File: src/hdl/CpuPkg.sv
package CpuPkg;

    // Datapath width
    localparam int Xlen = 32;

    // Register file size
    localparam int RegCount = 32;

    // Instruction memory, word indexed
    localparam int ImemAw    = 8;
    localparam int ImemWords = 1 << ImemAw;

    // Data memory, word indexed
    localparam int DmemAw    = 8;
    localparam int DmemWords = 1 << DmemAw;

    // addi x0, x0, 0
    localparam logic [Xlen-1:0] NopInst = 32'h0000_0013;

    // Major opcodes of the kept RV32I subset
    typedef enum logic [6:0] {
        OpReg   = 7'b0110011,
        OpImm   = 7'b0010011,
        OpLoad  = 7'b0000011,
        OpStore = 7'b0100011
    } OpcodeT;

    // ALU operations, order follows funct3 with the alternate forms after
    typedef enum logic [3:0] {
        AluAdd  = 4'd0,
        AluSub  = 4'd1,
        AluSll  = 4'd2,
        AluSlt  = 4'd3,
        AluSltu = 4'd4,
        AluXor  = 4'd5,
        AluSrl  = 4'd6,
        AluSra  = 4'd7,
        AluOr   = 4'd8,
        AluAnd  = 4'd9
    } AluOpT;

endpackage

File: src/hdl/RegFile.sv
`timescale 1ns/10ps

module RegFile import CpuPkg::*; (
    input  logic            CLK,
    input  logic            RST,
    input  logic [4:0]      Rr1,  // Read register 1
    input  logic [4:0]      Rr2,  // Read register 2
    input  logic [4:0]      Wr,   // Write register
    input  logic [Xlen-1:0] Wd,
    input  logic            We,
    output logic [Xlen-1:0] Rd1,
    output logic [Xlen-1:0] Rd2
);

    logic [Xlen-1:0] regs [RegCount];

    always_ff @(posedge CLK) begin
        if (RST) begin
            for (int i = 0; i < RegCount; i++) begin
                regs[i] <= '0;
            end
        end else if (We && Wr != 5'd0) begin // x0 stays zero
            regs[Wr] <= Wd;
        end
    end

    // Reads see the old value during a write cycle
    assign Rd1 = (Rr1 == 5'd0) ? '0 : regs[Rr1];
    assign Rd2 = (Rr2 == 5'd0) ? '0 : regs[Rr2];

endmodule

File: config.mk
export PLATFORM = sky130hd
export DESIGN_NAME = RegFile
export DESIGN_NICKNAME = d
export VERILOG_FILES = /design/src/hdl/CpuPkg.sv /design/src/hdl/RegFile.sv
export SDC_FILE = /design/constraint.sdc
export NUM_CORES = 2
export LEC_CHECK = 0
export ABC_AREA = 1
export BUFFER_PORTS_ARGS = -buffer_cell sky130_fd_sc_hd__buf_2
export CELL_PAD_IN_SITES_DETAIL_PLACEMENT = 2
export CELL_PAD_IN_SITES_GLOBAL_PLACEMENT = 2
export CORE_MARGIN = 8
export CORE_UTILIZATION = 26
export DETAILED_ROUTE_END_ITERATION = 6
export GPL_ROUTABILITY_DRIVEN = 0
export HOLD_SLACK_MARGIN = 0.03
export PLACE_DENSITY_LB_ADDON = 0.1
export SETUP_SLACK_MARGIN = 0.5
export SLEW_MARGIN = 15
export SYNTH_ARGS = -nofsm -noshare
export SYNTH_HDL_FRONTEND = slang
export SYNTH_SLANG_ARGS = --single-unit
File: constraint.sdc
create_clock -name CLK -period 3 [get_ports CLK]
set_input_delay 0.15 -clock CLK [delete_from_list [all_inputs] [get_ports CLK]]
set_output_delay 0.15 -clock CLK [all_outputs]
set_load 0.02 [all_outputs]
# Yosys cells after proc, flatten, opt, wreduce, memory -nomap -nowiden
# Memory sizes are Yosys's and may differ from the RTL's.
# Index checks and enable logic that the tools add are counted.
[totals] regBits=0 mem_bits_rw=1024 input_bits=50 mem_count=1
[memory_table] name="regs" words=32 word_bits=32 read_ports=2 rd_ports_with_merged_regs=0 write_ports=32 line="RegFile.sv:15" source="logic [Xlen-1:0] regs [RegCount];"
[classes] muxes=10 n_reduce_logical=5
[op_table] op="2-to-1 mux 32 bit" count=3
[op_table] op="OR reduction 32 bit" count=1
[op_table] op="logical NOT 5 bit" count=2
[op_table] op="2-to-1 mux 1 bit" count=6
[op_table] op="2-to-1 mux 5 bit" count=1
[op_table] op="nonzero test 5 bit" count=1
[op_table] op="logical AND 1 bit" count=1

# Depth between registers and ports, before layout
[depth] ltp_word=7 depth_mapped=13

# Worst setup path before layout
# OpenSTA, ideal clock, no wires.
[synth_path] path_kind="in2reg" from="input Wr[3]" to="memory regs[10][0] (enable)" setup_ns=0.389 arrival_ns=1.778 t_required_ns=2.611 path_slack_ns=0.832 stages=11 path_buffers=1 cell_sequence="inv_1 -> nand3_1 -> inv_1 -> nand2_1 -> nand3_1 -> inv_1 -> nand3_1 -> inv_1 -> nand2_1 -> buf_2 -> nand2_1"
[synth_lines] item="start, declared" line="RegFile.sv:8" source="input logic [4:0] Wr,"
[synth_lines] item="end, declared" line="RegFile.sv:15"

==> reports/summary.txt <==
Worst vdd ir -> 0.619 mV
Total global routing overflow -> 0
Die H -> 482 um
Max Freq -> 399 MHz
Die Area -> 233000 sq um
Layout cell share with drive strength beyond 1 -> 0.138
Tightest Hold Check Type -> in2reg
Drt pass-1 iters -> 5
Placed instance area -> 62500 sq um
Num CTS Buffers -> 140
Post-synthesis area per instance -> 7.79 sq um
Critical path class -> reg2out
Overall Global Routing Usage -> 0.260
Met3 wire len -> 11600 um
Critical Path RT -> 2.85 ns
Final Cycle Share -> 0.835
Area grow syn2layout -> 21.5%
Metal2 WL -> 150000 um
Finish-stage setup viols -> 0
CTS tree -> yes
Vias -> 54.4k
Unrepaired setup endpoints after global routing -> yes
Port bufs -> 113
Worst hold stages -> 3
Largest net degree at the start of global routing -> 85
Pwr dens -> 583 nW/um^2
CP Max Fanout -> 2
Pwr Total -> 40.0 mW
Die width -> 482 um
Synth top area cells -> edfxtp_1 54%, nand2_1 14%, nor2_1 12%
Clk slew on worst S/H paths -> 0.06 ns
First-pass GRT wire length -> 437000 um
Number of fill cells -> 24.6k
Vias/cell -> 5.29
Starting DRC count in detailed routing -> 3853
I/O pins -> 114
CTS H-Tree Depth -> 4
Final hold vios -> 0
CORE AREA -> 217000 sq um
Cell Area, Synth -> 56500 sq um
Warnings from Yosys -> 0
Clock Path Buffers -> 3
Final Max Tran Viols -> 0
CP endpoint kind -> primary output
LEAKAGE -> 27.8 nW
Worst slew margin -> 0.326
Post-synth top area cell -> edfxtp_1
Critical path arrival -> 2.35 ns
Post-Route WL -> 311000 um
Synth Instances -> 7252
Routed length per instance -> 30.3 um
Vias in the first global route -> 57.7k
Starting Density -> 0.261
Synth unique cells -> 19
TNS Setup -> 0 ns
Worst Setup Start Kind -> flop
Post-synth top area share -> 0.544
Initial antenna violation count -> 10
Seq cells post-synth -> 1024
Fin area -> 68700 sq um
Slew @ Worst Pin -> 1.01 ns
Worst hold start -> Wd[24]
Number of flip-flops in the largest register -> 1024
Max cap viols -> 0
Status -> completed
Top reg by flops -> regs
DRT met1 WL -> 139000 um
Row cnt -> 171
Clk root buf -> clkbuf_16
Hold endpoint -> regs[4][24]
Nets -> 7372
Tmin final -> 2.50 ns
Final Util -> 0.317
# clock sinks -> 1024
Seq/Total Area, Yosys -> 0.544
Largest registers -> regs: 1024 flops
Top Metal Used -> met5
Final HPWL from detailed placement -> 198000 um
Antenna viol nets, final -> 0
Hold slack -> 0.0782 ns
Drc violations -> 0
## logic make-up (layout without fill, tap and decap cells)
family | Yosys count | after routing | share of synthesized area
and+or+nand+nor | 4862 | 4863 | 0.345
AOI/OAI and AO/OA | 582 | 582 | 0.0525
DFF | 1024 | 1024 | 0.544
buffers and inverters | 783 | 930 | 0.0586
other | 1 | 35 | 0.0000663
## how the worst max path moves through the flow
stage,start,to,slack [ns],cells after the start
CTS,regs[2][4],Rd2[4],0.43,9
floorplan,Wr[3],regs[10][0],0.83,11
global route,regs[12][3],Rd2[3],0.44,9
global placement,Wr[3],regs[9][4],0.28,12
detailed placement,Wr[3],regs[9][4],0.27,12
finish,regs[10][31],Rd2[31],0.50,9
## critical path: stages, from the launching register on
cell	delay, ns
edfxtp_1	0.34
nor2_1	0.04
nor2_1	0.11
o21ai_0	0.13
nand3_1	0.12
nand3_1	0.13
nand2_2	0.18
nand2_2	0.11
nor2_4	0.22
buf_6	0.16
## area by class of cell
cell class | instances | area, sq um | area share
antenna | 3 | 7.51 | 0.000109
timing repair buffer | 523 | 5350 | 0.0779
sequential | 1024 | 30700 | 0.448
multi-input combinational | 5477 | 23900 | 0.348
clock buffer | 174 | 3800 | 0.0554
tap | 2854 | 3570 | 0.0520
clock inverter | 77 | 638 | 0.00929
inverter | 156 | 647 | 0.00942
## power by group
group,switching [mW],internal (mW),leakage [nW]
sequential,0.469,16.5,9.75
combinational,4.48,1.74,15.9
clock,6.99,9.80,2.19
total,11.9,28.1,27.8
## Yosys cell counts
master / number
buf_4: 5
buf_1: 56
buf_6: 3
o21ai_0: 396
nor3_1: 8
inv_2: 2
inv_1: 151
o211ai_1: 22
edfxtp_1: 1024
conb_1: 1
nand2_1: 2082
clkbuf_1: 299
clkinv_1: 3
a21oi_1: 123
nor2_1: 1787
nand4_1: 1
nand3_1: 984
o21ai_1: 41
buf_2: 264
## metal layers
metal / global-route usage / vias to the layer above
li1: - / 23900
met1: 0.344 / 28700
met2: 0.446 / 1316
met3: 0.0274 / 432
met4: 0.0826 / 2
met5: 0 / -
## through the flow
stage          setup slack, ns  instances
2_1_floorplan            0.832       7283
3_3_place_gp             0.279      10000
3_5_place_dp             0.268      10000
4_1_cts                  0.427      10300
5_1_grt                  0.444      10300
6_report                 0.495      10300
## what timing repair did
action | 4_1_cts | 5_1_grt
hold endpoints to repair | 555 | 0
pin swaps | 45 | 76
gates resized for setup | 247 | 156
gates cloned | 1 | 2
buffers inserted | 5 | 3
hold buffers | 22 | 0
endpoints found under the setup margin | 64 | 59
## cells in the final DEF, fill, tap and decap left out, types with 2 or more instances in the layout
| master | instances |
|---|---|
| o211ai_1 | 22 |
| buf_16 | 3 |
| nor2_1 | 1665 |
| nand2_4 | 8 |
| buf_6 | 21 |
| inv_1 | 131 |
| nor2_2 | 63 |
| buf_12 | 108 |
| edfxtp_1 | 1024 |
| o21ai_0 | 377 |
| buf_2 | 69 |
| nor3_1 | 8 |
| inv_2 | 13 |
| clkinv_8 | 3 |
| bufinv_16 | 10 |
| buf_8 | 2 |
| nand2_1 | 1963 |
| inv_8 | 4 |
| nor2_4 | 59 |
| nand3_1 | 938 |
| clkinv_2 | 28 |
| conb_1 | 32 |
| nand3_4 | 6 |
| nand3_2 | 41 |
| a21oi_2 | 24 |
| a21oi_1 | 98 |
| clkbuf_16 | 150 |
| diode_2 | 3 |
| clkinv_1 | 38 |
| clkbuf_1 | 26 |
| nand2_2 | 111 |
| inv_4 | 2 |
| dlygate4sd3_1 | 22 |
| inv_6 | 2 |
| o21ai_1 | 59 |
| buf_4 | 296 |
Note: power is estimated with default switching activity, not from simulation.
