**src/hdl/CpuPkg.sv**
```systemverilog
package CpuPkg;

    // Datapath width
    localparam int Xlen = 32;

    // Register file size
    localparam int RegCount = 32;

    // Instruction memory, word indexed
    localparam int ImemAw    = 8;
    localparam int ImemWords = 1 << ImemAw;

    // Data memory, word indexed
    localparam int DmemAw    = 8;
    localparam int DmemWords = 1 << DmemAw;

    // addi x0, x0, 0
    localparam logic [Xlen-1:0] NopInst = 32'h0000_0013;

    // Major opcodes of the kept RV32I subset
    typedef enum logic [6:0] {
        OpReg   = 7'b0110011,
        OpImm   = 7'b0010011,
        OpLoad  = 7'b0000011,
        OpStore = 7'b0100011
    } OpcodeT;

    // ALU operations, order follows funct3 with the alternate forms after
    typedef enum logic [3:0] {
        AluAdd  = 4'd0,
        AluSub  = 4'd1,
        AluSll  = 4'd2,
        AluSlt  = 4'd3,
        AluSltu = 4'd4,
        AluXor  = 4'd5,
        AluSrl  = 4'd6,
        AluSra  = 4'd7,
        AluOr   = 4'd8,
        AluAnd  = 4'd9
    } AluOpT;

endpackage

```
**src/hdl/Alu.sv**
```systemverilog
`timescale 1ns/10ps

module Alu import CpuPkg::*; (
    input  logic [Xlen-1:0] A,
    input  logic [Xlen-1:0] B,
    input  AluOpT           Op,
    output logic [Xlen-1:0] Y
);

    logic [4:0] shamt;

    assign shamt = B[4:0]; // RV32 shifts use five bits

    always_comb begin
        case (Op)
            AluAdd:  Y = A + B;
            AluSub:  Y = A - B;
            AluSll:  Y = A << shamt;
            AluSlt:  Y = ($signed(A) < $signed(B)) ? Xlen'(1) : '0;
            AluSltu: Y = (A < B) ? Xlen'(1) : '0;
            AluXor:  Y = A ^ B;
            AluSrl:  Y = A >> shamt;
            AluSra:  Y = $signed(A) >>> shamt; // Sign fill
            AluOr:   Y = A | B;
            AluAnd:  Y = A & B;
            default: Y = '0;
        endcase
    end

endmodule

```
**config.mk**
```make
export PLATFORM = sky130hd
export DESIGN_NAME = Alu
export DESIGN_NICKNAME = d
export VERILOG_FILES = /design/src/hdl/CpuPkg.sv /design/src/hdl/Alu.sv
export SDC_FILE = /design/constraint.sdc
export NUM_CORES = 1
export LEC_CHECK = 0
export BUFFER_PORTS_ARGS = -buffer_cell sky130_fd_sc_hd__buf_4
export CAP_MARGIN = 20
export CORE_MARGIN = 2
export CORE_UTILIZATION = 40
export DETAILED_ROUTE_END_ITERATION = 10
export MAX_ROUTING_LAYER = met4
export SLEW_MARGIN = 20
export SYNTH_ARGS = -nofsm -noshare
export SYNTH_HDL_FRONTEND = slang
export SYNTH_SLANG_ARGS = --single-unit
```
**constraint.sdc**
```tcl
create_clock -name vclk -period 11.3
set_clock_uncertainty 0.15 [all_clocks]
set_input_delay 2.26 -clock vclk [all_inputs]
set_output_delay 2.26 -clock vclk [all_outputs]
set_load 0.01 [all_outputs]
```
==> Word-level counts from Yosys, hierarchy flattened <==
Index checks and enable logic that the tools add are counted.
{ "op_classes": {"shift": 3, "order_cmp": 2, "reduce_logical": 1, "eq_ne": 9, "muxes": 3, "add_sub_neg": 2, "bitwise": 3} }
{ "op_table": {"columns": ["operator", "count"], "rows": [
  ["$pmux W32 S10", 1],
  ["$lt A32 B32 Y1", 2],
  ["$add A32 B32 Y32", 1],
  ["$and A32 B32 Y32", 1],
  ["$or A32 B32 Y32", 1],
  ["$shl A32 B5 Y32", 1],
  ["$shr A32 B5 Y32", 1],
  ["$sshr A32 B5 Y32", 1],
  ["$sub A32 B32 Y32", 1],
  ["$xor A32 B32 Y32", 1],
  ["$eq A4 B3 Y1 const B", 4],
  ["$eq A4 B2 Y1 const B", 2],
  ["$eq A4 B4 Y1 const B", 2],
  ["$eq A4 B1 Y1 const B", 1],
  ["$logic_not A4 Y1", 1],
  ["$mux W1", 2]
]} }
{ "word_totals": {"output_inout_bits": 32, "inputBits": 68, "elab_cells": 23, "reg_bits": 0} }

==> Depth between registers and ports, before layout <==
Gate-level depths: netlist of the first run.
{ "logic_depth": {"ltp_word": 3, "ltp_mapped": 17} }

==> Least setup slack after synthesis of the first run <==
Ideal clock, no wire load.
{ "synth_path": {"path_type": "input-to-output", "start": "input B[2]", "end": "output Y[31]", "t_arrival_ns": 5.861, "cell_stages": 17, "n_path_buf": 5, "setup_slack_ns": 3.029, "cell_sequence": "inv_1 -> buf_2 -> buf_2 -> buf_1 -> buf_2 -> ha_1 -> buf_4 -> o211a_1 -> a211oi_1 -> o31a_1 -> a21o_1 -> a21oi_1 -> a221o_1 -> a41oi_1 -> o41ai_2 -> xnor2_1 -> o211ai_1"} }
{ "synth_between": {"elab_chain_len": 2, "word_cells_on_any_way": 6} }
{ "synth_lines": {"columns": ["item", "line_no", "source"], "rows": [
  ["start: declaration", "Alu.sv:5", "input logic [Xlen-1:0] B,"],
  ["$sub A32 B32 Y32, or another cell as far along", "Alu.sv:17", "AluSub: Y = A - B;"],
  ["$pmux W32 S10 *", "Alu.sv:15", "case (Op)"],
  ["end: declaration", "Alu.sv:7", "output logic [Xlen-1:0] Y"]
]} }
Mark *: on every way between the ends. The rest lies on a longest branch, timed or not.

==> Final worst setup path of the first run <==
{ "layout_path": {"start": "input B[3]", "end": "output Y[29]"} }
Same word-level chain as after synthesis.

==> run metrics, run 1 <==
status complete, no violations; most used cell, CP buf_4; RSZ-0062 raised after global routing no; Register Area 0 um^2; Die Area between 20000 and 25000 um^2; Die W 146 um; fill cell count 2211; required time worst endpoint ~8.9 ns; fraction of layout cells with a size suffix above 1 11.7%; Final min period slightly above 9 ns; HPWL Detailed 31500 um; crit path capture Y[29]; worst setup path startpoint B[3]; total wire length 40000 um; CLK BUF 0; die height approximately 150 um; Post-Syn Instances 1287; initial antenna violation count 1; Core Region 19700 um^2; slew margin rel. 23.0%; sequential area share after synthesis 0%; count of cell types in the netlist 78; syn_nets 1456; Period Utilization, post-route 81.1%; remaining routing DRC violations 0; first-pass GRT wire length 59100 um; Final ANT Viol Nets 0; routed via count approximately 10000; Worst setup SP type primary input; multi-input logic area 7320 um^2; WHS 4.94 ns; seq_cells 0; cell area after synthesis 8060 um^2; max_cap viols 0; DR WL/cell roughly 26 um; Hold Fails Final Rpt 0; crit path kind in2out; crit-path cells buf_4, clkinv_1, ha_1, o211a_1, a211oi_1, o31a_1, a21o_1, o21ai_0, nor4_1, a2111oi_0, o22ai_1, o2bb2ai_1, buf_4; DR pass1 iterations 5; PortBufs 100; Yosys top cell area share 15.4%; area leader, netlist ha_1; number of global-route vias before repair 9565; CTS resizes 0; GRT Total Usage a little over a third; Critical Path Fanout Max 72; Avg Inst Size Synth 6.27 um^2; measured slew at the worst slew-check pin 1.14 ns; postcts setup bufs 0; initial DRC count 1198; area delta synth->final 9.59%; Setup crit end kind primary output; pin count of the biggest net entering global routing 73; Vias/cell 6.57; setup_tns 0 ns; # rows 51; CP max stage cell clkinv_1; grt ovf 0; Total Nets Final 1471; fmax ~0.11 GHz; CP peak stage delay 0.78 ns; placer congestion estimate approximately 1.1; final setup fails 0; top cells by area, synth ha_1, nor2_1, o21ai_0; Final Max Tran Viols 0; Initial Utilization between 40% and 50%; Arr. time, crit path 6.76 ns; num ports 100; Synth warnings 0; CTS Hold Bufs 0; HP Class in2out
## critical path: cells and delay by family
kind / cells / cell delay (ns)
adder cells (fa/ha/maj): 1 / 0.72
buffers and inverters: 3 / 1.51
AO/OA/AOI/OAI: 8 / 2.16
AND/OR/NAND/NOR: 1 / 0.09
## worst min path at each step
stage | start | endpoint | slack [ns] | depth (start not counted)
final | B[30] | Y[30] | 4.94 | 5
after global routing | B[11] | Y[11] | 4.98 | 5
after CTS | B[30] | Y[30] | 4.93 | 5
after detailed placement | B[30] | Y[30] | 4.93 | 5
after global placement | B[31] | Y[31] | 4.92 | 5
after floorplan | B[31] | Y[31] | 4.68 | 3
## kinds of logic (layout without fill, tap and decap cells)
group / count (synthesis) / count (layout) / synth area share [%]
mux: 70 / 70 / 9.64
other cells: 0 / 1 / 0
buf+inv: 190 / 203 / 9.43
simple gates: 415 / 415 / 23.0
compound gates: 492 / 492 / 40.0
fa+ha+maj: 101 / 101 / 15.9
xor+xnor: 19 / 19 / 2.06
## placed cells by master (no fill, tap or decap), drive strengths merged, types with 6 or more instances in the layout
master | synthesis | routed
o211ai | 27 | 27
o221ai | 14 | 14
xnor2 | 16 | 16
nor3b | 6 | 6
a31oi | 22 | 22
a21oi | 129 | 129
o21bai | 10 | 10
a221oi | 19 | 19
o21ai | 136 | 136
o2111ai | 6 | 6
nand2b | 14 | 14
nand2 | 105 | 105
a211oi | 22 | 22
ha | 99 | 99
nor3 | 30 | 30
nor4 | 10 | 10
nor2 | 185 | 185
a221o | 8 | 8
o22ai | 10 | 10
nand3 | 25 | 25
nor2b | 12 | 12
mux2 | 11 | 11
buf | 41 | 113
inv | 89 | 89
a21o | 24 | 24
mux2i | 54 | 54
a211o | 13 | 13
## cells in the mapped netlist (17+ instances only)
cell type and n:
a21o_1 24, o21ai_0 133, o211ai_1 27, inv_1 89
clkbuf_1 59, a221oi_1 19, ha_1 99, mux2i_1 54
a21oi_1 129, nand3_1 25, nor2_1 184, buf_1 17
a31oi_1 22, buf_2 20, a211oi_1 22, nor3_1 27
nand2_1 104
## metrics by stage
stage / setup slack [ns] / area [um^2] / cells / utilization (%)
6_report: 2.13 / 8840 / 1566 / 45.0
5_1_grt: 1.82 / 8840 / 1566 / 45.0
4_1_cts: 2.26 / 8830 / 1565 / 44.9
3_5_place_dp: 2.27 / 8830 / 1565 / 44.9
3_3_place_gp: 2.38 / 8830 / 1565 / 44.9
2_1_floorplan: 3.03 / 8060 / 1287 / -
## final cells by class
cell class / instances / share of cell area [%]
Inverter: 90 / 3.82
Antenna cell: 1 / 0.0283
Timing Repair Buffer: 113 / 9.60
Multi-Input combinational cell: 1097 / 82.8
Tap cell: 265 / 3.75
## metal layers
layer  vias up  GRT usage [%]  wire (um)
met5         -              -          0
met4         0           8.25       1120
met3        59           6.33       4300
met2       596           53.3      16800
met1      4908           52.5      17700
li1       4724              -          -
==> run 2: changes to the inputs <==
clock period = 7.3 ns   (was 11.3 ns; I/O delays follow)
==> run metrics, run 2 (synthesized netlist as in run 1, its figures left out) <==
HPWL Detailed 31700 um; required time worst endpoint 5.69 ns; hold path depth 5; max_cap viols 0; Core Region 19700 um^2; commonest non-fill, non-tap cell in the layout nor2_1; CP max stage cell ha_1; Die Area 21300 um^2; RSZ-0062 raised after global routing no; total wire length 39600 um; placed insts 1580; Hold Fails Final Rpt 0; remaining routing DRC violations 0; CTS resizes 0; commonest non-fill, non-tap cells in the layout nor2_1, o21ai_0, a21oi_1; initial antenna violation count 1; pin count of the biggest net entering global routing 98; slew margin rel. 38.8%; Final min period 6.56 ns; final setup fails 0; Setup crit end kind primary output; Final ANT Viol Nets 0; Arr. time, crit path 4.95 ns; Period Utilization, post-route 89.9%; CTS Hold Bufs 0; GRT Total Usage 36.3%; HP Class in2out; Total Nets Final between 1000 and 1500; number of global-route vias before repair 9319; num ports 100; first-pass GRT wire length 58200 um; initial DRC count 1055; setup_tns 0 ns; fmax 0.152 GHz; Register Area 0 um^2; Initial Utilization 41.0%; Final Max Tran Viols 0; Critical Path Fanout Max 47; DR WL/cell between 20 and 30 um; Design Area, Final 8960 um^2; PortBufs 100; Worst setup SP type primary input; area delta synth->final 11.1%; post-route insts no fill ~1600; Area after DPL 8950 um^2; die height 146 um; seq_cells 0; placer congestion estimate 1.09; crit-path cells buf_4, inv_1, ha_1, nor3_2, o21ai_1, a311oi_2, nor3_2, o41ai_2, a31oi_1, o221a_1, o221ai_2, xnor2_1, a221o_1, buf_4; DR pass1 iterations 5; CP peak stage delay 0.42 ns; postcts setup bufs 0; hold path startpoint B[31]; routed via count 10300; status complete, no violations; hold path endpoint Y[31]; fraction of layout cells with a size suffix above 1 12.6%; # rows 51; measured slew at the worst slew-check pin 0.915 ns; crit path kind in2out; Die W 146 um; grt ovf 0; Vias/cell 6.52; CLK BUF 0
## run 2: cell types whose count changed in the layout (fill, tap and decap cells not counted), sizes merged
cell / previous run / this run
buf: 113 / 128
## run 2: metal layers
layer | up-vias | track usage (%) | share of wire, % | wire length [um]
li1 | 4747 | - | - | -
met1 | 4885 | 51.8 | 44 | 17600
met2 | 606 | 52.6 | 42 | 16500
met3 | 74 | 7.24 | 11 | 4380
met4 | 0 | 7.82 | 3.0 | 1180
met5 | - | - | 0 | 0
## run 2: area by class of cell
type | instances | area (um^2)
Inverter | 90 | 338
Tap cell | 265 | 332
Multi-Input combinational cell | 1097 | 7310
Fill cell | 2180 | 10700
Timing Repair Buffer | 128 | 973
Antenna cell | 1 | 2.50
## run 2: critical path: cells and delay by family
family	cells	cell delay (ns)
AO/OA/AOI/OAI	7	1.95
XOR/XNOR	1	0.09
adder cells (fa/ha/maj)	1	0.42
buffers and inverters	3	0.67
AND/OR/NAND/NOR	2	0.32
## run 2: worst max-delay path by stage
stage                        to  startpoint  slack [ns]  depth (start not counted)
final                     Y[27]        B[4]        0.74                         14
after floorplan           Y[31]        B[2]        0.63                         17
after detailed placement  Y[27]        B[4]        0.84                         14
after global routing      Y[22]        B[4]        0.51                         14
after global placement    Y[26]        B[4]        0.86                         14
after CTS                 Y[27]        B[4]        0.81                         14
## run 2: through the flow
| step | setup WS (ns) | util [%] | hold slack, ns |
|---|---|---|---|
| 5_1_grt | 0.511 | 45.6 | 3.35 |
| 2_1_floorplan | 0.629 | - | 3.08 |
| 4_1_cts | 0.812 | 45.6 | 3.30 |
| 6_report | 0.735 | 45.6 | 3.29 |
| 3_5_place_dp | 0.843 | 45.6 | 3.30 |
| 3_3_place_gp | 0.856 | 45.6 | 3.30 |
