**config.mk**
```make
export PLATFORM = sky130hd
export DESIGN_NAME = Decoder
export DESIGN_NICKNAME = d
export VERILOG_FILES = /design/src/hdl/CpuPkg.sv /design/src/hdl/Decoder.sv
export SDC_FILE = /design/constraint.sdc
export NUM_CORES = 1
export LEC_CHECK = 0
export BUFFER_PORTS_ARGS = -buffer_cell sky130_fd_sc_hd__buf_2
export CORE_MARGIN = 2
export CORE_UTILIZATION = 31
export DETAILED_ROUTE_END_ITERATION = 6
export GPL_TIMING_DRIVEN = 0
export PLACE_DENSITY = 0.9
export SETUP_SLACK_MARGIN = 0.4
export SKIP_LAST_GASP = 1
export SLEW_MARGIN = 30
export SYNTH_ARGS = -nofsm -noshare
export SYNTH_HDL_FRONTEND = slang
export SYNTH_SLANG_ARGS = --single-unit
```
**constraint.sdc**
```tcl
create_clock -name vclk -period 1.7
set_input_delay 0.17 -clock vclk [all_inputs]
set_output_delay 0.17 -clock vclk [all_outputs]
set_load 0.02 [all_outputs]
```
**src/hdl/CpuPkg.sv**
```systemverilog
package CpuPkg;

    // Datapath width
    localparam int Xlen = 32;

    // Register file size
    localparam int RegCount = 32;

    // Instruction memory, word indexed
    localparam int ImemAw    = 8;
    localparam int ImemWords = 1 << ImemAw;

    // Data memory, word indexed
    localparam int DmemAw    = 8;
    localparam int DmemWords = 1 << DmemAw;

    // addi x0, x0, 0
    localparam logic [Xlen-1:0] NopInst = 32'h0000_0013;

    // Major opcodes of the kept RV32I subset
    typedef enum logic [6:0] {
        OpReg   = 7'b0110011,
        OpImm   = 7'b0010011,
        OpLoad  = 7'b0000011,
        OpStore = 7'b0100011
    } OpcodeT;

    // ALU operations, order follows funct3 with the alternate forms after
    typedef enum logic [3:0] {
        AluAdd  = 4'd0,
        AluSub  = 4'd1,
        AluSll  = 4'd2,
        AluSlt  = 4'd3,
        AluSltu = 4'd4,
        AluXor  = 4'd5,
        AluSrl  = 4'd6,
        AluSra  = 4'd7,
        AluOr   = 4'd8,
        AluAnd  = 4'd9
    } AluOpT;

endpackage

```
**src/hdl/Decoder.sv**
```systemverilog
`timescale 1ns/10ps

module Decoder import CpuPkg::*; (
    input  logic [Xlen-1:0] Inst,
    output logic [4:0]      Rs1,
    output logic [4:0]      Rs2,
    output logic [4:0]      Rd,
    output logic [Xlen-1:0] Imm,
    output AluOpT           AluOp,
    output logic            UseImm,   // ALU operand B from Imm
    output logic            MemToReg, // Write back load data
    output logic            RegWrite,
    output logic            MemWrite
);

    OpcodeT          opcode;
    logic [2:0]      funct3;
    logic            altBit;
    logic [Xlen-1:0] immI;
    logic [Xlen-1:0] immS;

    // Map funct3 to an ALU operation
    // Bit 30 picks sra always, and sub only when the caller allows it
    function automatic AluOpT funct3ToOp(input logic [2:0] f3, input logic alt,
                                         input logic allowSub);
        AluOpT op;
        case (f3)
            3'b000:  op = (alt && allowSub) ? AluSub : AluAdd;
            3'b001:  op = AluSll;
            3'b010:  op = AluSlt;
            3'b011:  op = AluSltu;
            3'b100:  op = AluXor;
            3'b101:  op = alt ? AluSra : AluSrl;
            3'b110:  op = AluOr;
            default: op = AluAnd;
        endcase
        return op;
    endfunction

    assign opcode = OpcodeT'(Inst[6:0]);
    assign funct3 = Inst[14:12];
    assign altBit = Inst[30];

    assign Rs1 = Inst[19:15];
    assign Rs2 = Inst[24:20];
    assign Rd  = Inst[11:7];

    // Sign extended I and S immediates
    assign immI = {{(Xlen-12){Inst[31]}}, Inst[31:20]};
    assign immS = {{(Xlen-12){Inst[31]}}, Inst[31:25], Inst[11:7]};
    assign Imm  = (opcode == OpStore) ? immS : immI;

    always_comb begin
        AluOp    = AluAdd;
        UseImm   = 1'b0;
        MemToReg = 1'b0;
        RegWrite = 1'b0;
        MemWrite = 1'b0;
        case (opcode)
            OpReg: begin
                AluOp    = funct3ToOp(funct3, altBit, 1'b1);
                RegWrite = 1'b1;
            end
            OpImm: begin
                AluOp    = funct3ToOp(funct3, altBit, 1'b0); // No subi
                UseImm   = 1'b1;
                RegWrite = 1'b1;
            end
            OpLoad: begin
                UseImm   = 1'b1; // Address is rs1 + imm
                MemToReg = 1'b1;
                RegWrite = 1'b1;
            end
            OpStore: begin
                UseImm   = 1'b1;
                MemWrite = 1'b1;
            end
            default: ; // Unknown opcode retires as a no-op
        endcase
    end

endmodule

```
---- Yosys cells after proc, flatten, opt, wreduce, memory -nomap -nowiden ----
Index checks and enable logic that the tools add are counted.
operators by class
  reduce and logical (&&, ||, !) cells .... 3
  mux-type cells .......................... 10
  equality and inequality tests ........... 10
operator list
  cell                count
  $pmux 4 s7          2
  $eq 7x6->1 const B  2
  $eq 3x3->1 const B  3
  $pmux 4 s2          1
  $eq 7x2->1 const B  1
  $eq 7x5->1 const B  1
  $eq 3x2->1 const B  2
  $mux 1              6
  $reduce_or 3->1     2
  $mux 5              1
  $eq 3x1->1 const B  1
  $logic_not 3->1     1
storage, ports and cells
  input bits .............................. 32
  register bits ........................... 0
  output and inout port bits .............. 55
  logic and storage cells ................. 23

---- Logic depth before layout (Yosys ltp) ----
Gate-level depths: netlist of the first run.
  word-level depth ........................ 3
  mapped depth ............................ 3
  gate-level depth less buffers ........... 3

---- Least setup slack after synthesis of the first run ----
Ideal clock, no wire load.
  kind .................................... input -> output
  start ................................... input port Inst[2]
  end ..................................... output port AluOp[0]
  data arrival time ....................... 1179 ps
  path slack .............................. 351 ps
  data required time ...................... 1530 ps
  stages .................................. 3
  path through ............................ and4bb_2 -> nand3_1 -> a211oi_1
on the way
  cells in the longest elaborated chain, start to end .. 2
ends and longest elaborated chain
  what                                             line           source
  start: declaration                               Decoder.sv:4   input logic [Xlen-1:0] Inst,
  $eq 7x5->1 / $eq 7x6->1 (equally long branches)  Decoder.sv:59  case (opcode)
  $pmux 4 s2 (*)                                   Decoder.sv:59
  end: declaration                                 Decoder.sv:9   output AluOpT AluOp,
Every way passes the cells marked *; elsewhere a longest branch is shown, timed or not.

---- Worst setup path in the final report of the first run ----
  start ................................... input port Inst[2]
  end ..................................... output port Imm[1]
on the way
  cells in the longest elaborated chain, start to end .. 2
ends and longest elaborated chain
  what              line           source
  $eq 7x6->1        Decoder.sv:51  assign Imm = (opcode == OpStore) ? immS : immI;
  $mux 5            Decoder.sv:51
  end: declaration  Decoder.sv:8   output logic [Xlen-1:0] Imm,
No other way between the ends.

==> impl_table.tex, run 1 <==
\begin{tabular}{lr}
\hline
Metric & Value \\
\hline
\multicolumn{2}{l}{\textbf{Pwr}} \\
\quad Leakage power of the design & roughly 0.61 nW \\
\quad PwrDens & 282.3 mW/mm² \\
\quad Maximum vdd ir drop & 0.1706 mV \\
\multicolumn{2}{l}{\textbf{GRT}} \\
\quad Antenna violations before repair & 0 \\
\quad Via count of the first global-routing pass & 603 \\
\quad Global-route wire length before repair & 2387 µm \\
\quad Total global routing track utilization & 15.27\% \\
\quad GRT Residual Overflow & 0 \\
\quad Largest net degree at the start of global routing & 22 \\
\multicolumn{2}{l}{\textbf{Status}} \\
\quad Status & complete, no violations \\
\multicolumn{2}{l}{\textbf{STA}} \\
\quad Unrepaired setup endpoints after global routing & true \\
\quad Sum of negative setup slack & 0 ps \\
\quad Worst Max-Slew Pin Slew & 207.8 ps \\
\quad Clock period minus final worst setup slack & 1388 ps \\
\quad Achievable frequency & 720.2 MHz \\
\quad Final setup fails & 0 \\
\quad Final hold vios & 0 \\
\quad Remaining max-slew budget at the tightest pin & a little under nine tenths \\
\quad Post-route clock period utilization & 81.67\% \\
\quad Count of pins over their slew limit & 0 \\
\multicolumn{2}{l}{\textbf{Logic synthesis}} \\
\quad Post-synth design cell area & 510.5 µm² \\
\quad Post-synth cell types & 14 \\
\quad Portion of the post-synthesis area used by sequential elements & 0\% \\
\quad Post-synthesis net count & 101 \\
\quad Yosys warns & 0 \\
\quad Cells after Synth & 69 \\
\quad Average size of a mapped cell & 7.398 µm² \\
\multicolumn{2}{l}{\textbf{Floorplanning}} \\
\quad Die boundary height & 44.58 µm \\
\quad Die outline width & 44.58 µm \\
\quad Number of top-level pins & 87 \\
\quad Initial core utilization & 33.50\% \\
\quad Number of rows created at floorplan & 14 \\
\quad Overall die area & around 0.002 mm² \\
\quad Floorplan core area & between 0.0015 and 0.002 mm² \\
\multicolumn{2}{l}{\textbf{Setup path}} \\
\quad Max Fanout on Critical Path & 6 \\
\quad Largest stage delay on the critical path & 340 ps \\
\quad CP endpoint kind & output port \\
\quad Data required time at the worst endpoint & 1530 ps \\
\quad Top Family by Delay on Critical Path & simple AND/OR/NAND/NOR gates \\
\quad Crit path cell chain & buf\_6 -> and4bb\_2 -> nand4\_4 -> mux2\_4 -> buf\_6 \\
\quad CP most frequent cell & sky130\_fd\_sc\_hd\_\_buf\_6 \\
\quad Worst Path Class, Setup & input port to output port \\
\quad Crit path max-delay cell type & sky130\_fd\_sc\_hd\_\_mux2\_4 \\
\quad Worst Path Buf+Inv & 2 \\
\quad Arrival time at the worst endpoint & 1220 ps \\
\quad Launching element type of the critical path & input port \\
\multicolumn{2}{l}{\textbf{Layout}} \\
\quad Seq\_cells & 0 \\
\quad Filler Cells Inserted & 144 \\
\quad Ant diodes & 0 \\
\quad Fraction of final layout cells sized beyond drive strength 1 & 89.73\% \\
\quad Post-layout util & 64.04\% \\
\quad Number of clock buffers in the layout & 0 \\
\quad Count of nets after finishing & 180 \\
\quad Register area & 0 µm² \\
\quad Area growth, synth to finish & 91.18\% \\
\quad Footprint of the multi-input gates & 212.7 µm² \\
\multicolumn{2}{l}{\textbf{Worst hold path}} \\
\quad Min-Delay Startpoint & Inst[18] \\
\quad Worst hold-check path type & input port to output port \\
\quad Hold Crit Endpoint & Rs1[3] \\
\quad Worst hold path stage count & 2 \\
\multicolumn{2}{l}{\textbf{Detailed routing}} \\
\quad First-pass iteration count of the detailed router & 4 \\
\quad Remaining DRCs & 0 \\
\quad Wire length after detailed routing & 1838 µm \\
\quad Average vias per placed instance & 4.130 \\
\quad Post-detailed-route count of antenna-violating nets & 0 \\
\quad Via Count & 669 \\
\quad Detailed-route wire length per cell & between 10 and 15 µm \\
\quad Iter 0 DRT Violations & 4 \\
\multicolumn{2}{l}{\textbf{Placement}} \\
\quad GP Congestion & 0.6992 \\
\quad Total of buffers placed on input and output ports & 76 \\
\quad Final HPWL from detailed placement & 1563 µm \\
\multicolumn{2}{l}{\textbf{Job}} \\
\quad Number of maximum-capacitance violations & 0 \\
\multicolumn{2}{l}{\textbf{Clocking}} \\
\quad Quantity of hold-fixing buffers added after cts & 0 \\
\hline
\end{tabular}
logic make-up after synthesis:
group	Yosys count	synth area share, %
compound gates	6	7.109
buf+inv	45	63.97
mux	7	15.20
simple gates	11	13.72
synthesized netlist by cell type (all sizes together):
master	instances	area share [%]
a211oi	1	1.5
nand3	1	0.98
a21oi	2	2.0
nand2	3	2.2
nor2	4	2.9
buf	42	62
nor3	1	0.98
o21ai	2	2.0
nand4	1	4.2
a211o	1	1.7
and4bb	1	2.5
mux2i	1	2.0
mux2	6	13
inv	3	2.2
worst max path at each step:
stage / start / end / slack, ps / cells past startpoint
after detailed placement: Inst[2] / Imm[1] / 280 / 5
after global placement: Inst[2] / Imm[0] / 310 / 5
final: Inst[2] / Imm[1] / 310 / 5
after CTS: Inst[3] / Imm[1] / 320 / 5
after global routing: Inst[2] / AluOp[0] / 290 / 6
after floorplan: Inst[2] / MemToReg / 480 / 3
what timing repair did:
item / 4_1_cts / 5_1_grt
gates resized for setup: 6 / 7
setup endpoints to repair: 6 / 12
setup buffers: 1 / 0
pin swaps: 2 / 2
cells in the final DEF, fill, tap and decap left out:
cell type | synthesis | final
sky130_fd_sc_hd__buf_2 | 0 | 69
sky130_fd_sc_hd__buf_4 | 42 | 47
sky130_fd_sc_hd__mux2_2 | 6 | 5
sky130_fd_sc_hd__nor2_1 | 4 | 4
sky130_fd_sc_hd__inv_1 | 3 | 3
sky130_fd_sc_hd__nand2_1 | 3 | 3
sky130_fd_sc_hd__buf_6 | 0 | 3
sky130_fd_sc_hd__o21ai_0 | 2 | 2
sky130_fd_sc_hd__a21oi_2 | 0 | 2
sky130_fd_sc_hd__and4bb_2 | 1 | 1
sky130_fd_sc_hd__nand3_4 | 0 | 1
sky130_fd_sc_hd__a211o_1 | 1 | 1
sky130_fd_sc_hd__a211oi_2 | 0 | 1
sky130_fd_sc_hd__mux2i_1 | 1 | 1
sky130_fd_sc_hd__nand4_4 | 1 | 1
sky130_fd_sc_hd__mux2_4 | 0 | 1
sky130_fd_sc_hd__nor3_1 | 1 | 1
cell type report:
cell class         count  area share, %
repair buffers        77          42.69
well taps             16          2.051
multi-input cells     24          21.79
inverters              3          1.154
plain buffers         42          32.31
power by group:
group | leakage [nW] | switching [mW] | total (mW) | internal [mW]
clock network | 0 | 0 | 0 | 0
logic | 0.613 | 0.140 | 0.276 | 0.135
registers | 0 | 0 | 0 | 0
stage by stage:
stage | hold slack (ps) | setup WS (ps) | instances | cell area (µm²) | power (mW)
2_1_floorplan | 423.1 | 476.4 | 69 | 515.5 | 0.1764
3_3_place_gp | 558.2 | 307.1 | 161 | 915.9 | 0.2602
3_5_place_dp | 558.4 | 283.6 | 161 | 915.9 | 0.2652
4_1_cts | 558.1 | 320.6 | 162 | 948.4 | 0.2728
5_1_grt | 561.7 | 286.2 | 162 | 975.9 | 0.2910
6_report | 556.8 | 311.6 | 162 | 975.9 | 0.2755
routing by layer:
layer,routed length (µm),GRT usage (%),vias to the layer above
met3,148,2.857,2
met5,0,0,-
met4,19,2.424,0
met1,619,14.46,289
li1,-,-,338
met2,1052,32.75,40
Note: power is estimated with default switching activity, not from simulation.
==> inputs of run 2 (changes only) <==
CORE_UTILIZATION = 26   (was 31)
PLACE_DENSITY = 0.8   (was 0.9)
clock period = 1.2 ns   (was 1.7 ns; I/O delays follow)
==> run 2 against run 1 <==
Effect of this change:
- combinational power grew 40%
- sequential share of layout area unchanged
- largest power group unchanged
- largest cell class unchanged
- the flow now finishes with violations (setup timing)
- cell count rose by 8.0%
==> impl_table.tex, run 2 (synthesis results as in run 1) <==
\begin{tabular}{lr}
\hline
Metric & Value \\
\hline
\multicolumn{2}{l}{\textbf{GRT}} \\
\quad Met2 layer usage reported by global route & 25.93\% (-6.8 points) \\
\quad Total global routing track utilization & 12.18\% (-3.1 points) \\
\quad Busiest grt layer & met2 \\
\quad Via count of the first global-routing pass & 577 (-4.3\%) \\
\quad Largest net degree at the start of global routing & 22 (unchanged) \\
\quad Met3 Resource Use GR & 2.778\% (-0.079 points) \\
\quad Met1 Usage GRT & 12.52\% (-1.9 points) \\
\quad GRT Residual Overflow & 0 (unchanged) \\
\quad Global-route wire length before repair & 2490 µm (+4.3\%) \\
\quad Antenna violations before repair & 0 (unchanged) \\
\multicolumn{2}{l}{\textbf{Layout}} \\
\quad Final Non-Filler Cells & 175 (+8.0\%) \\
\quad Filler Cells Inserted & 179 (+24\%) \\
\quad Count of nets after finishing & 182 (+1.1\%) \\
\quad Area growth, synth to finish & 100.7\% \\
\quad Register area & 0 µm² (unchanged) \\
\quad Most common cell after layout, fill and taps aside & sky130\_fd\_sc\_hd\_\_buf\_2 \\
\quad Ant diodes & 0 (unchanged) \\
\quad Footprint of the multi-input gates & 219.0 µm² (+2.9\%) \\
\quad Leading cell types in the layout, fill and taps excluded & 65 x sky130\_fd\_sc\_hd\_\_buf\_2, 52 x sky130\_fd\_sc\_hd\_\_buf\_4, 5 x sky130\_fd\_sc\_hd\_\_mux2\_2, 4 x sky130\_fd\_sc\_hd\_\_buf\_6 \\
\quad Number of clock buffers in the layout & 0 (unchanged) \\
\quad Fraction of final layout cells sized beyond drive strength 1 & 91.89\% (+2.2 points) \\
\quad Seq\_cells & 0 (unchanged) \\
\multicolumn{2}{l}{\textbf{STA}} \\
\quad Final worst setup slack & -54.83 ps (-366.4 ps) \\
\quad Unrepaired setup endpoints after global routing & true \\
\quad Sum of negative setup slack & -338.1 ps (-338.1 ps) \\
\quad Remaining max-slew budget at the tightest pin & 85.08\% (-0.92 points) \\
\quad Clock period minus final worst setup slack & 1255 ps \\
\quad Count of pins over their slew limit & 0 (unchanged) \\
\quad Final setup fails & 10 (+10) \\
\quad Worst Max-Slew Pin Slew & 221.4 ps (+13.63 ps) \\
\quad Achievable frequency & 796.9 MHz \\
\quad Hold slack & 456.7 ps (-100.1 ps) \\
\quad Final hold vios & 0 (unchanged) \\
\quad Post-route clock period utilization & 104.6\% \\
\multicolumn{2}{l}{\textbf{Detailed routing}} \\
\quad Remaining DRCs & 0 (unchanged) \\
\quad First-pass iteration count of the detailed router & 2 (-2) \\
\quad Post-detailed-route count of antenna-violating nets & 0 (unchanged) \\
\quad Via Count & 675 (+0.90\%) \\
\quad Average vias per placed instance & 3.857 (-6.6\%) \\
\quad Iter 0 DRT Violations & 1 (-3) \\
\quad Detailed-route wire length per cell & 8.514 µm (-25\%) \\
\quad Wire length after detailed routing & 1490 µm (-19\%) \\
\multicolumn{2}{l}{\textbf{Worst hold path}} \\
\quad Worst hold-check path type & input port to output port \\
\quad Worst hold path stage count & 2 (unchanged) \\
\multicolumn{2}{l}{\textbf{Floorplanning}} \\
\quad Number of top-level pins & 87 (unchanged) \\
\quad Die outline width & 48.31 µm (+8.4\%) \\
\quad Die boundary height & 48.31 µm (+8.4\%) \\
\quad Floorplan core area & 0.001902 mm² (+25\%) \\
\quad Initial core utilization & 26.84\% (-6.7 points) \\
\quad Number of rows created at floorplan & 16 (+2) \\
\quad Overall die area & 0.002334 mm² (+17\%) \\
\multicolumn{2}{l}{\textbf{Clocking}} \\
\quad Quantity of hold-fixing buffers added after cts & 0 (unchanged) \\
\multicolumn{2}{l}{\textbf{Pwr}} \\
\quad Proportion of power drawn by flip-flops and latches & 0\% (unchanged) \\
\quad Leakage power of the design & 0.6253 nW (+2.0\%) \\
\quad Maximum vdd ir drop & 0.1671 mV (-2.1\%) \\
\quad Clock network fraction of design power & 0\% (unchanged) \\
\quad Switching power of the nets & 194.5 µW (+39\%) \\
\quad Fraction of power spent switching nets & 50.27\% (-0.58 points) \\
\quad PwrDens & 377.5 mW/mm² (+34\%) \\
\quad Internal Dissipation & 192.4 µW (+42\%) \\
\quad Logic pwr share & 100.0\% (about the same) \\
\multicolumn{2}{l}{\textbf{Setup path}} \\
\quad Launching element type of the critical path & input port \\
\quad Worst Path Class, Setup & input port to output port \\
\quad CP endpoint kind & output port \\
\quad Arrival time at the worst endpoint & 1130 ps (-90 ps) \\
\quad Max Fanout on Critical Path & 6 (unchanged) \\
\quad Data required time at the worst endpoint & 1080 ps (-450 ps) \\
\multicolumn{2}{l}{\textbf{Placement}} \\
\quad Cell count after placement & 172 (+6.8\%) \\
\quad Final HPWL from detailed placement & 1309 µm (-16\%) \\
\quad Total of buffers placed on input and output ports & 76 (unchanged) \\
\quad GP Congestion & 0.6975 (-0.24\%) \\
\multicolumn{2}{l}{\textbf{Job}} \\
\quad Number of maximum-capacitance violations & 0 (unchanged) \\
\multicolumn{2}{l}{\textbf{Status}} \\
\quad Status & finished with violations \\
\quad Failing checks & setup timing \\
\hline
\end{tabular}
run 2: cell types whose count changed in the layout (fill, tap and decap cells not counted), sizes merged:
cell and delta:
buf +2
run 2: per-stage QoR:
stage / power, mW / area, µm² / utilization, % / setup WS (ps)
final: 0.3868 / 1025 / 53.88 / -54.83
after detailed placement: 0.3747 / 940.9 / 49.47 / -129.8
after CTS: 0.3882 / 1011 / 53.16 / -65.42
after global routing: 0.4119 / 1025 / 53.88 / -104.1
after floorplan: 0.2504 / 526.8 / - / 133.2
after global placement: 0.3669 / 940.9 / 49.47 / -108.8
run 2: worst paths after layout:
path,from,endpoint,slack [ps]
max,Inst[3],Imm[3],-50
min,Inst[18],Rs1[3],460
run 2: final cells by class:
cell class | instances | share of cell area, %
Multi-Input combinational cell | 24 | 21.37
Buffer | 42 | 30.77
Inverter | 3 | 1.099
Tap cell | 27 | 3.297
Timing Repair Buffer | 79 | 43.47
run 2: power by group through the flow:
stage | Clock, mW | Sequential (mW) | Combinational, mW
floorplan | 0 | 0 | 0.250
global placement | 0 | 0 | 0.367
detailed placement | 0 | 0 | 0.375
CTS | 0 | 0 | 0.388
global route | 0 | 0 | 0.412
finish | 0 | 0 | 0.387
run 2: critical path, cell delays in order:
cell and delay (ps):
sky130_fd_sc_hd__buf_6 90, sky130_fd_sc_hd__and4bb_2 330, sky130_fd_sc_hd__nand4_4 140, sky130_fd_sc_hd__mux2_4 330, sky130_fd_sc_hd__buf_6 130
run 2: layer usage:
| metal | vias to the layer above | wire length, µm |
|---|---|---|
| li1 | 344 | - |
| met4 | 0 | 0 |
| met1 | 284 | 487 |
| met5 | - | 0 |
| met2 | 47 | 786 |
| met3 | 0 | 216 |
run 2: what timing repair did:
| action | CTS | global route |
|---|---|---|
| hold endpoints to repair | 0 | 0 |
| pin swaps | 5 | 0 |
| setup endpoints to repair | 13 | 13 |
| buffers inserted | 2 | 1 |
| resized for setup | 16 | 2 |
